File: config.mk
export PLATFORM = sky130hd
export DESIGN_NAME = mulDivTop
export DESIGN_NICKNAME = d
export VERILOG_FILES = /design/src/hw/mdDataPkg.sv /design/src/hw/mdCtrlPkg.sv /design/src/hw/divSignCorrect.sv /design/src/hw/restoringDivider.sv /design/src/hw/boothMultiplier.sv /design/src/hw/mulDivCtrl.sv /design/src/hw/mulDivTop.sv
export VERILOG_INCLUDE_DIRS = /design/src /design/src/hw
export SDC_FILE = /design/constraint.sdc
export NUM_CORES = 1
export LEC_CHECK = 0
export BUFFER_PORTS_ARGS = -buffer_cell sky130_fd_sc_hd__buf_2
export CAP_MARGIN = 20
export CELL_PAD_IN_SITES_DETAIL_PLACEMENT = 1
export CELL_PAD_IN_SITES_GLOBAL_PLACEMENT = 1
export CORE_MARGIN = 2
export CORE_UTILIZATION = 50
export DETAILED_ROUTE_END_ITERATION = 12
export PLACE_DENSITY_LB_ADDON = 0.1
export SLEW_MARGIN = 10
export SYNTH_ARGS = -nofsm -noshare
export SYNTH_HDL_FRONTEND = slang
export SYNTH_SLANG_ARGS = --single-unit
File: constraint.sdc
create_clock -name clock -period 7 [get_ports clock]
set_input_delay 0.35 -clock clock [delete_from_list [all_inputs] [get_ports clock]]
set_output_delay 0.35 -clock clock [all_outputs]
set_load 0.05 [all_outputs]
File: src/hw/mulDiv_defs.svh
`ifndef MULDIV_DEFS_SVH
`define MULDIV_DEFS_SVH

// Operand and result width
`define MD_WIDTH 32

// Width of the multiplier operands and the divisor
`define MD_HALF 16

// One Booth iteration per multiplier bit
`define MUL_STEPS 16

// One restoring iteration per dividend bit
`define DIV_STEPS 32

// Must hold DIV_STEPS - 1
`define STEP_CNT_W 6

`endif

File: src/hw/mdDataPkg.sv
`include "mulDiv_defs.svh"

package mdDataPkg;

	typedef logic [`MD_WIDTH-1:0] word_t;
	typedef logic [`MD_HALF-1:0] half_t;

	typedef enum logic {
		MD_MUL = 1'b0,
		MD_DIV = 1'b1
	} mdOp_t;

	typedef struct packed {
		word_t opA;
		word_t opB;
	} mdOperands_t;

	// Exception is only meaningful for a divide
	typedef struct packed {
		word_t result;
		logic exception;
	} mdResp_t;

	typedef enum logic [1:0] {
		BOOTH_NOP = 2'd0,
		BOOTH_ADD = 2'd1,
		BOOTH_SUB = 2'd2
	} boothOp_t;

endpackage

File: src/hw/mdCtrlPkg.sv
`include "mulDiv_defs.svh"

package mdCtrlPkg;

	typedef enum logic [1:0] {
		ST_IDLE = 2'd0,
		ST_RUN  = 2'd1,
		ST_DONE = 2'd2
	} mdState_t;

	typedef logic [`STEP_CNT_W-1:0] stepCnt_t;

	// load captures operands, step runs one iteration
	typedef struct packed {
		logic load;
		logic step;
	} mdStepCtl_t;

endpackage

File: src/hw/divSignCorrect.sv
`timescale 1ns/1ps

`include "mulDiv_defs.svh"

module divSignCorrect import mdDataPkg::*; (
	input  logic  clock,
	input  logic  rstN,
	input  logic  load,
	input  word_t dividend,
	input  half_t divisor,
	input  word_t rawQuotient,
	output word_t absDividend,
	output half_t absDivisor,
	output word_t quotient,
	output logic  divByZero
);

	logic negateReg;
	logic zeroReg;

	// Most negative values map onto themselves, read as unsigned
	assign absDividend = dividend[`MD_WIDTH-1] ? -dividend : dividend;
	assign absDivisor = divisor[`MD_HALF-1] ? -divisor : divisor;

	always_ff @(posedge clock or negedge rstN) begin
		if (!rstN) begin
			negateReg <= 1'b0;
			zeroReg <= 1'b0;
		end else if (load) begin
			// Signs differ so the quotient is negative
			negateReg <= dividend[`MD_WIDTH-1] ^ divisor[`MD_HALF-1];
			zeroReg <= (divisor == '0);
		end
	end

	assign quotient = negateReg ? -rawQuotient : rawQuotient;
	assign divByZero = zeroReg;

endmodule

File: src/hw/restoringDivider.sv
`timescale 1ns/1ps

`include "mulDiv_defs.svh"

module restoringDivider import mdDataPkg::*, mdCtrlPkg::*; (
	input  logic       clock,
	input  logic       rstN,
	input  mdStepCtl_t ctl,
	input  word_t      dividend,
	input  half_t      divisor,
	output word_t      quotient,
	output logic       divByZero
);

	word_t absDividend;
	half_t absDivisor;
	word_t remReg;
	word_t quoReg;
	half_t divisorReg;
	word_t remShift;
	word_t quoShift;
	logic [`MD_WIDTH:0] trial;

	divSignCorrect signCorrect (
		.clock      (clock),
		.rstN       (rstN),
		.load       (ctl.load),
		.dividend   (dividend),
		.divisor    (divisor),
		.rawQuotient(quoReg),
		.absDividend(absDividend),
		.absDivisor (absDivisor),
		.quotient   (quotient),
		.divByZero  (divByZero)
	);

	// Shift remainder and quotient left as one register
	assign remShift = {remReg[`MD_WIDTH-2:0], quoReg[`MD_WIDTH-1]};
	assign quoShift = {quoReg[`MD_WIDTH-2:0], 1'b0};

	// Extra top bit is the borrow of the trial subtraction
	assign trial = {1'b0, remShift} -
		{{(`MD_WIDTH-`MD_HALF+1){1'b0}}, divisorReg};

	always_ff @(posedge clock or negedge rstN) begin
		if (!rstN) begin
			remReg <= '0;
			quoReg <= '0;
		end else if (ctl.load) begin
			remReg <= '0;
			quoReg <= absDividend;
		end else if (ctl.step) begin
			if (!trial[`MD_WIDTH]) begin
				remReg <= trial[`MD_WIDTH-1:0];
				quoReg <= quoShift | word_t'(1);
			end else begin
				// Restore, keep the shifted remainder
				remReg <= remShift;
				quoReg <= quoShift;
			end
		end
	end

	always_ff @(posedge clock) begin
		if (ctl.load) begin
			divisorReg <= absDivisor;
		end
	end

endmodule

File: src/hw/boothMultiplier.sv
`timescale 1ns/1ps

`include "mulDiv_defs.svh"

module boothMultiplier import mdDataPkg::*, mdCtrlPkg::*; (
	input  logic       clock,
	input  logic       rstN,
	input  mdStepCtl_t ctl,
	input  half_t      multiplicand,
	input  half_t      multiplier,
	output word_t      product
);

	// Upper part is one bit wider than the multiplicand, so subtracting
	// the most negative value cannot overflow
	logic [2*`MD_HALF+1:0] acc;
	logic [2*`MD_HALF+1:0] accNext;
	logic [`MD_HALF:0] upperSum;
	logic [`MD_HALF:0] mcandExt;
	half_t mcandReg;
	boothOp_t boothOp;

	assign mcandExt = {mcandReg[`MD_HALF-1], mcandReg};

	// Current multiplier bit and the bit shifted out last time
	always_comb begin
		case (acc[1:0])
			2'b10: boothOp = BOOTH_SUB;
			2'b01: boothOp = BOOTH_ADD;
			default: boothOp = BOOTH_NOP;
		endcase
	end

	always_comb begin
		case (boothOp)
			BOOTH_ADD: upperSum = acc[2*`MD_HALF+1:`MD_HALF+1] + mcandExt;
			BOOTH_SUB: upperSum = acc[2*`MD_HALF+1:`MD_HALF+1] - mcandExt;
			default: upperSum = acc[2*`MD_HALF+1:`MD_HALF+1];
		endcase
	end

	// Arithmetic shift right after the add
	assign accNext = {upperSum[`MD_HALF], upperSum, acc[`MD_HALF:1]};

	always_ff @(posedge clock or negedge rstN) begin
		if (!rstN) begin
			acc <= '0;
		end else if (ctl.load) begin
			acc <= {{(`MD_HALF+1){1'b0}}, multiplier, 1'b0};
		end else if (ctl.step) begin
			acc <= accNext;
		end
	end

	always_ff @(posedge clock) begin
		if (ctl.load) begin
			mcandReg <= multiplicand;
		end
	end

	// Product fits in 32 bits, the top accumulator bit is only a guard
	assign product = acc[2*`MD_HALF:1];

endmodule

File: src/hw/mulDivCtrl.sv
`timescale 1ns/1ps

`include "mulDiv_defs.svh"

module mulDivCtrl import mdDataPkg::*, mdCtrlPkg::*; (
	input  logic       clock,
	input  logic       rstN,
	input  logic       startMul,
	input  logic       startDiv,
	input  word_t      product,
	input  word_t      quotient,
	input  logic       divByZero,
	output mdStepCtl_t mulCtl,
	output mdStepCtl_t divCtl,
	output logic       inputRdy,
	output logic       resultRdy,
	output mdResp_t    resp
);

	mdState_t state;
	mdOp_t opReg;
	stepCnt_t stepCnt;
	stepCnt_t lastStep;
	logic accept;
	logic running;

	assign inputRdy = (state == ST_IDLE);
	assign accept = inputRdy && (startMul || startDiv);
	assign running = (state == ST_RUN);

	// Multiply wins when both starts arrive together
	assign mulCtl.load = accept && startMul;
	assign divCtl.load = accept && !startMul;
	assign mulCtl.step = running && (opReg == MD_MUL);
	assign divCtl.step = running && (opReg == MD_DIV);

	assign lastStep = (opReg == MD_MUL) ? stepCnt_t'(`MUL_STEPS - 1) :
		stepCnt_t'(`DIV_STEPS - 1);

	always_ff @(posedge clock or negedge rstN) begin
		if (!rstN) begin
			state <= ST_IDLE;
			opReg <= MD_MUL;
			stepCnt <= '0;
			resultRdy <= 1'b0;
			resp <= '0;
		end else begin
			// One-cycle pulse unless DONE sets it below
			resultRdy <= 1'b0;
			case (state)
				ST_IDLE: begin
					if (accept) begin
						opReg <= startMul ? MD_MUL : MD_DIV;
						stepCnt <= '0;
						state <= ST_RUN;
					end
				end
				ST_RUN: begin
					stepCnt <= stepCnt + 1'b1;
					if (stepCnt == lastStep) begin
						state <= ST_DONE;
					end
				end
				ST_DONE: begin
					// Datapath outputs are settled by now
					resp.result <= (opReg == MD_MUL) ? product : quotient;
					resp.exception <= (opReg == MD_DIV) && divByZero;
					resultRdy <= 1'b1;
					state <= ST_IDLE;
				end
				default: begin
					state <= ST_IDLE;
				end
			endcase
		end
	end

endmodule

File: src/hw/mulDivTop.sv
`timescale 1ns/1ps

`include "mulDiv_defs.svh"

module mulDivTop import mdDataPkg::*, mdCtrlPkg::*; (
	input  logic        clock,
	input  logic        rstN,
	input  mdOperands_t operands,
	input  logic        startMul,
	input  logic        startDiv,
	output logic        inputRdy,
	output logic        resultRdy,
	output mdResp_t     resp
);

	mdStepCtl_t mulCtl;
	mdStepCtl_t divCtl;
	word_t product;
	word_t quotient;
	logic divByZero;

	mulDivCtrl ctrl (
		.clock    (clock),
		.rstN     (rstN),
		.startMul (startMul),
		.startDiv (startDiv),
		.product  (product),
		.quotient (quotient),
		.divByZero(divByZero),
		.mulCtl   (mulCtl),
		.divCtl   (divCtl),
		.inputRdy (inputRdy),
		.resultRdy(resultRdy),
		.resp     (resp)
	);

	// Multiply uses only the low halves of both operands
	boothMultiplier mul (
		.clock       (clock),
		.rstN        (rstN),
		.ctl         (mulCtl),
		.multiplicand(operands.opA[`MD_HALF-1:0]),
		.multiplier  (operands.opB[`MD_HALF-1:0]),
		.product     (product)
	);

	restoringDivider div (
		.clock    (clock),
		.rstN     (rstN),
		.ctl      (divCtl),
		.dividend (operands.opA),
		.divisor  (operands.opB[`MD_HALF-1:0]),
		.quotient (quotient),
		.divByZero(divByZero)
	);

endmodule

* After elaboration in Yosys (flattened, before gate mapping)
Cells that the tools add are included.
** Word-level totals
- Bits in registers :: 174
- Input bits :: 68
- Output and inout port bits :: 35
- Word-level logic and storage cells :: 70
** Operators by class
- $add $sub $neg :: 7
- Eq/ne operators :: 9
- Muxes and demuxes :: 22
- Bitwise gates (word level) :: 2
- Reduce and logical (&&, ||, !) cells :: 16
** Operator list (number)
- $mux 32 :: 5
- $mux 31 :: 3
- $mux 34 :: 2
- $neg 32->32 :: 2
- $pmux 17 s2 :: 1
- $sub 32x16->33 :: 1
- $add 17x17->17 :: 1
- $sub 17x17->17 :: 1
- $logic_not 16->1 :: 1
- $neg 16->16 :: 1
- $mux 15 :: 1
- $pmux 6 s2 :: 1
- $pmux 2 s2 :: 2
- $add 6x1->6 const B :: 1
- $eq 2x1->1 const B :: 3
- $eq 2x2->1 const B :: 3
- $eq 6x6->1 :: 1
- $logic_and 1x1->1 :: 6
- $mux 6 :: 1
- $reduce_and 2->1 :: 3
- $reduce_bool 2->1 :: 3
- $mux 5 :: 1
- $mux 2 :: 2
- $ne 2x2->1 const B :: 2
- 6 further kinds :: 8

* Logic depth before layout (Yosys ltp)
- Word-level depth :: 6
- Depth in mapped cells :: 15
- Mapped depth without buffers :: 15

* Hierarchy
A second synthesis with hierarchy kept.
** Second synthesis, totals
- Cell total of the unflattened synthesis :: 1302
- Area, all modules :: 11947.7 um^2
** By module, submodules not included
- restoringDivider :: instances 1, cells each 474, area an instance 4508.1 um^2, sequential area each 2057.0 um^2
- boothMultiplier :: instances 1, cells each 384, area an instance 3524.6 um^2, sequential area each 1306.3 um^2
- mulDivCtrl :: instances 1, cells each 193, area an instance 2069.5 um^2, sequential area each 1076.0 um^2
- divSignCorrect :: instances 1, cells each 251, area an instance 1845.5 um^2, sequential area each 50.0 um^2

* Worst setup path before layout
OpenSTA, ideal clock, no wires.
- Path kind :: reg2reg
- Start point :: reg mul.mcandReg[3]
- End point :: reg mul.acc[32]
- Library setup time :: 0.126 ns
- Arrival time :: 3.228 ns
- Required time :: 6.874 ns
- Path slack :: 3.647 ns
- Stages on the path, launching flop included :: 14
- Buffers on the path :: 0
- Period minus slack after synthesis :: 3.353 ns
- Cells stage by stage :: edfxtp_1 nor3_1 nand2_1 nor4b_1 a31oi_1 xnor2_1 ha_1 a21o_1 a21oi_1 nor3b_1 nand3_1 and3_1 or3_1 mux2i_1
** Between the ends
- Longest elaborated chain between the ends :: 4
- Elaborated cells on any way between the ends :: 5
- Those cells by class :: add/sub (2); mux (3)
** Ends and longest elaborated chain
- start, declared :: line boothMultiplier.sv:20 : half_t mcandReg;
- start signal, assigned :: line boothMultiplier.sv:57 : mcandReg <= multiplicand;
- $sub 17x17->17 / $add 17x17->17 (equally long branches) :: line boothMultiplier.sv:37, boothMultiplier.sv:36
- $pmux 17 s2 * :: line boothMultiplier.sv:35 : case (boothOp)
- $mux 34 * :: line boothMultiplier.sv:50 : end else if (ctl.step) begin
- $mux 34 * :: line boothMultiplier.sv:48 : end else if (ctl.load) begin
- end signal, assigned :: line boothMultiplier.sv:49 : acc <= {{(`MD_HALF+1){1'b0}}, multiplier, 1'b0};
- end signal, assigned :: line boothMultiplier.sv:51 : acc <= accNext;
- end, declared :: line boothMultiplier.sv:16 : logic [2*`MD_HALF+1:0] acc;
Every way passes the cells marked *; elsewhere a longest branch is shown, timed or not. The select of a mux whose other input is x is not followed.
A chain may end at the register's enable or synchronous reset.

* Worst setup path after layout
- Start point :: reg div.quoReg[31]
- End point :: reg div.remReg[14]
** Between the ends
- Longest elaborated chain between the ends :: 4
** Ends and longest elaborated chain
- start, declared :: line restoringDivider.sv:18 : word_t quoReg;
- start signal, assigned :: line restoringDivider.sv:51 : quoReg <= absDividend;
- start signal, assigned :: line restoringDivider.sv:55 : quoReg <= quoShift | word_t'(1);
- start signal, assigned :: line restoringDivider.sv:59 : quoReg <= quoShift;
- $sub 32x16->33 :: line restoringDivider.sv:42 : assign trial = {1'b0, remShift} -
- $mux 31 :: line restoringDivider.sv:53 : if (!trial[`MD_WIDTH]) begin
- $mux 31 :: line restoringDivider.sv:52 : end else if (ctl.step) begin
- $mux 31 :: line restoringDivider.sv:49 : end else if (ctl.load) begin
- end signal, assigned :: line restoringDivider.sv:54 : remReg <= trial[`MD_WIDTH-1:0];
- end signal, assigned :: line restoringDivider.sv:58 : remReg <= remShift;
- end, declared :: line restoringDivider.sv:17 : word_t remReg;
No other way between the ends. The select of a mux whose other input is x is not followed.

==> flow_metrics.env <==
export IMPL_status="finished, violations left"
export IMPL_violations="hold timing"
export IMPL_report_final_hold_viol_count=5
export IMPL_cp_max_fo=25
export IMPL_start_util=0.511
export IMPL_critical_path_required_ns=7.29
export IMPL_fin_skew_ns=0.0107
export IMPL_postCtsResizedCells=0
export IMPL_maxSlewViolCount=0
export IMPL_regToRegStartpoint="div.quoReg[31]$_DFFE_PN0P_"
export IMPL_max_slew_margin=0.352
export IMPL_htree_levels=4
export IMPL_drc=0
export IMPL_insertion_delay_ns=0.44
export IMPL_hold_buffers=0
export IMPL_setup_tns_ns=0
export IMPL_dpl_hpwl_mm=22.8
export IMPL_wl_mm=31.6
export IMPL_synth_edf_count=32
export IMPL_ir_drop_uv=230
export IMPL_cts_buffers=17
export IMPL_drive_above_1_share=0.122
export IMPL_grt_max_degree=88
export IMPL_drt_vias_per_instance=6.04
export IMPL_die_w_um=151
export IMPL_antenna_found_initial=0
export IMPL_clkTransAtPathRegs_ns=0.07
export IMPL_tritoncts="built"
export IMPL_rows=53
export IMPL_period_needed_ns=3.80
export IMPL_synthArstFlopShare=0.815
export IMPL_gp_congestion=0.955
export IMPL_maxCapViolCount=0
export IMPL_wl_per_cell_um=20.3
export IMPL_boundaryPins=103
export IMPL_root_buffer="clkbuf_16"
export IMPL_max_stage_delay_ns=0.78
export IMPL_crit_arrival_ns=4.09
export IMPL_die_area_um2=22800
export IMPL_drtAntennaViolNets=0
export IMPL_place_area_um2=11400
export IMPL_avgSynthCellArea_um2=8.91
export IMPL_post_cts_buffers=0
export IMPL_yosys_area_top_type="dfrtp_1"
export IMPL_dpl_worst_slack_ns=3.26
export IMPL_nNetsFinal=1377
export IMPL_fmax_ghz=0.263
export IMPL_period_share=0.543
export IMPL_yosysUniqueCellTypes=66
export IMPL_crit_path_start="div.quoReg[31]$_DFFE_PN0P_"
export IMPL_synth_ff_type="dfrtp_1"
export IMPL_setup_violations_final=0
export IMPL_placed_cells=1525
export IMPL_gr_total_overflow=0
export IMPL_design_area_um2=12000
export IMPL_r2r_end="div.remReg[14]$_DFFE_PN0P_"
export IMPL_syn_nets=1322
export IMPL_yosys_warnings=0
export IMPL_grt_pass1_vias=9310
export IMPL_clock_sinks=173
export IMPL_end_kind="flip-flop"
export IMPL_cts_buffer_depth=2
export IMPL_synthCells=1214
export IMPL_rsz0062_at_grt="false"
export IMPL_num_vias=9399
export IMPL_grt_pass1_wl_mm=50.3
export IMPL_r2r_setup_slack_ns=3.20
export IMPL_die_h_um=151
export IMPL_power_density_nw_per_um2=500
export IMPL_fin_total_pwr_mw=6.00
export IMPL_synthToLayoutAreaGrowth_pct=10.9
export IMPL_fin_ws_ns=3.20
export IMPL_fin_cells=1557
export IMPL_ys_seq_area_frac=0.415
export IMPL_holdWs_ns=-0.0104
export IMPL_synth_top_cell_area_share=0.326
export IMPL_antennaDiodeCount=0
export IMPL_syn_area_um2=10800
export IMPL_synth_seq_cells=173
export IMPL_track_usage=0.287
export IMPL_drt_iter0_drc=581
export IMPL_crit_end="div.remReg[14]$_DFFE_PN0P_"
export IMPL_rr_worst_depth=13
export IMPL_core_um2=21200
export IMPL_hp_class="input pin to async pin"
export IMPL_post_route_util=0.567
export IMPL_slowest_stage="o31ai_1"
export IMPL_portBuffers=86
export IMPL_leakagePower_nw=5.22
export IMPL_crit_chain="inv_1 > ha_1 > fa_1 > nand2b_1 > a21oi_1 > o41ai_1 > buf_4 > o31ai_1 > nor2_2 > buf_4 > inv_1 > mux2i_1 > o21ai_0"
export IMPL_tightest_slew_ns=0.972
export IMPL_dr_pass1_iters=5
export IMPL_synth_area_leaders="dfrtp_1, edfxtp_1, o21ai_0, xor2_1, nand2_1"
export IMPL_critical_path_startpoint_type="flip-flop"
export IMPL_path_class="flip-flop to flip-flop"
registers in the layout, indices dropped and copies added, names as in the netlist:
signal and cells:
div.quoReg 32, ctrl.resp 33, div.remReg 31, div.signCorrect.divByZero 1
ctrl.stepCnt 6, ctrl.opReg 1, ctrl.resultRdy 1, mul.acc 33
div.signCorrect.negateReg 1, ctrl.state 2, div.divisorReg 16, mul.mcandReg 16
layout make-up:
type,instances,area [µm²]
inverter,45,169
clock buffer,18,439
fill,2522,9160
timing repair buffer,99,534
tap,275,344
clock inverter,14,119
multi-input combinational,933,5900
sequential,173,4490
synthesized netlist by cell type, types with 5 or more instances:
cell type and n:
mux2i_1 12, a22oi_1 29, nand2b_1 11, a211oi_1 11, a21oi_1 68, ha_1 38, o211ai_1 5, inv_1 45
nand4_1 9, nor2b_1 9, o31ai_1 23, clkbuf_1 53, nand2_1 145, nor2_1 77, o21ai_0 147, xor2_1 74
xnor2_1 53, o41ai_1 7, and3_1 6, dfrtp_1 141, or3_1 9, nand3_1 41, a21o_1 17, nor3b_1 9
o21ai_1 9, edfxtp_1 32, or4_1 10, a31oi_1 22, nor3_1 21, buf_4 7, nor4_1 7
layer usage:
metal  GRT usage  wire length, µm  up-vias
li1            -                -     4453
met1       0.409            15100     4734
met2       0.453            14400      182
met3      0.0449             1340       30
met4      0.0818              663        0
met5           0                0        -
placed cells by master (no fill, tap or decap), types with 4 or more instances in the layout:
| master | n |
|---|---|
| xnor2_1 | 53 |
| nand3_1 | 41 |
| or3_1 | 9 |
| mux2i_1 | 12 |
| xor2_1 | 74 |
| ha_1 | 38 |
| o21ai_1 | 9 |
| inv_1 | 45 |
| a21boi_0 | 4 |
| nor3_1 | 21 |
| a31oi_1 | 22 |
| or4_4 | 4 |
| nor2b_1 | 9 |
| o211ai_1 | 5 |
| edfxtp_1 | 32 |
| buf_4 | 13 |
| nor4_1 | 7 |
| nand4_1 | 9 |
| a21oi_1 | 68 |
| or2_2 | 4 |
| buf_2 | 85 |
| a21o_1 | 17 |
| o41ai_1 | 7 |
| a22oi_1 | 29 |
| dfrtp_1 | 140 |
| or4_1 | 10 |
| nor2_1 | 75 |
| nor3b_1 | 9 |
| o21ai_0 | 147 |
| o31ai_1 | 23 |
| nand2_1 | 145 |
| and3_1 | 6 |
| nand2b_1 | 10 |
| a211oi_1 | 11 |
| clkbuf_16 | 17 |
worst max-delay path: cells and delay by family (launching register included):
kind | cells | cell delay (ns)
mux | 1 | 0.24
fa+ha+maj | 2 | 0.64
compound gates | 4 | 1.17
buf+inv | 4 | 0.80
flops | 1 | 0.44
simple gates | 2 | 0.36
power by group:
group	switching, mW	internal, mW	total, mW
logic	2.06	1.19	3.25
registers	0.433	1.40	1.83
clock network	0.424	0.499	0.922
total	2.92	3.09	6.00
how the worst min path moves through the flow:
| stage | start | endpoint | slack (ns) | depth (start not counted) |
|---|---|---|---|---|
| after floorplan | rstN | ctrl.opReg$_DFFE_PN0P_ | 0.05 | 0 |
| after global placement | ctrl.resp[16]$_DFFE_PN0P_ | ctrl.resp[16]$_DFFE_PN0P_ | 0.46 | 2 |
| after detailed placement | ctrl.resp[25]$_DFFE_PN0P_ | ctrl.resp[25]$_DFFE_PN0P_ | 0.46 | 1 |
| after CTS | rstN | ctrl.stepCnt[5]$_DFFE_PN0P_ | 0.04 | 1 |
| after global routing | rstN | ctrl.stepCnt[5]$_DFFE_PN0P_ | 0.08 | 1 |
| final | rstN | ctrl.stepCnt[5]$_DFFE_PN0P_ | -0.01 | 1 |
cells by family after synthesis:
kind of cell / after synthesis / synth area share
AND/OR/NAND/NOR: 384 / 0.173
AO/OA/AOI/OAI: 369 / 0.209
adder cells (fa/ha/maj): 40 / 0.0477
buffers and inverters: 108 / 0.0400
XOR/XNOR: 127 / 0.103
multiplexers: 13 / 0.0121
flip-flops: 173 / 0.415
(Power assumes the default switching activity.)
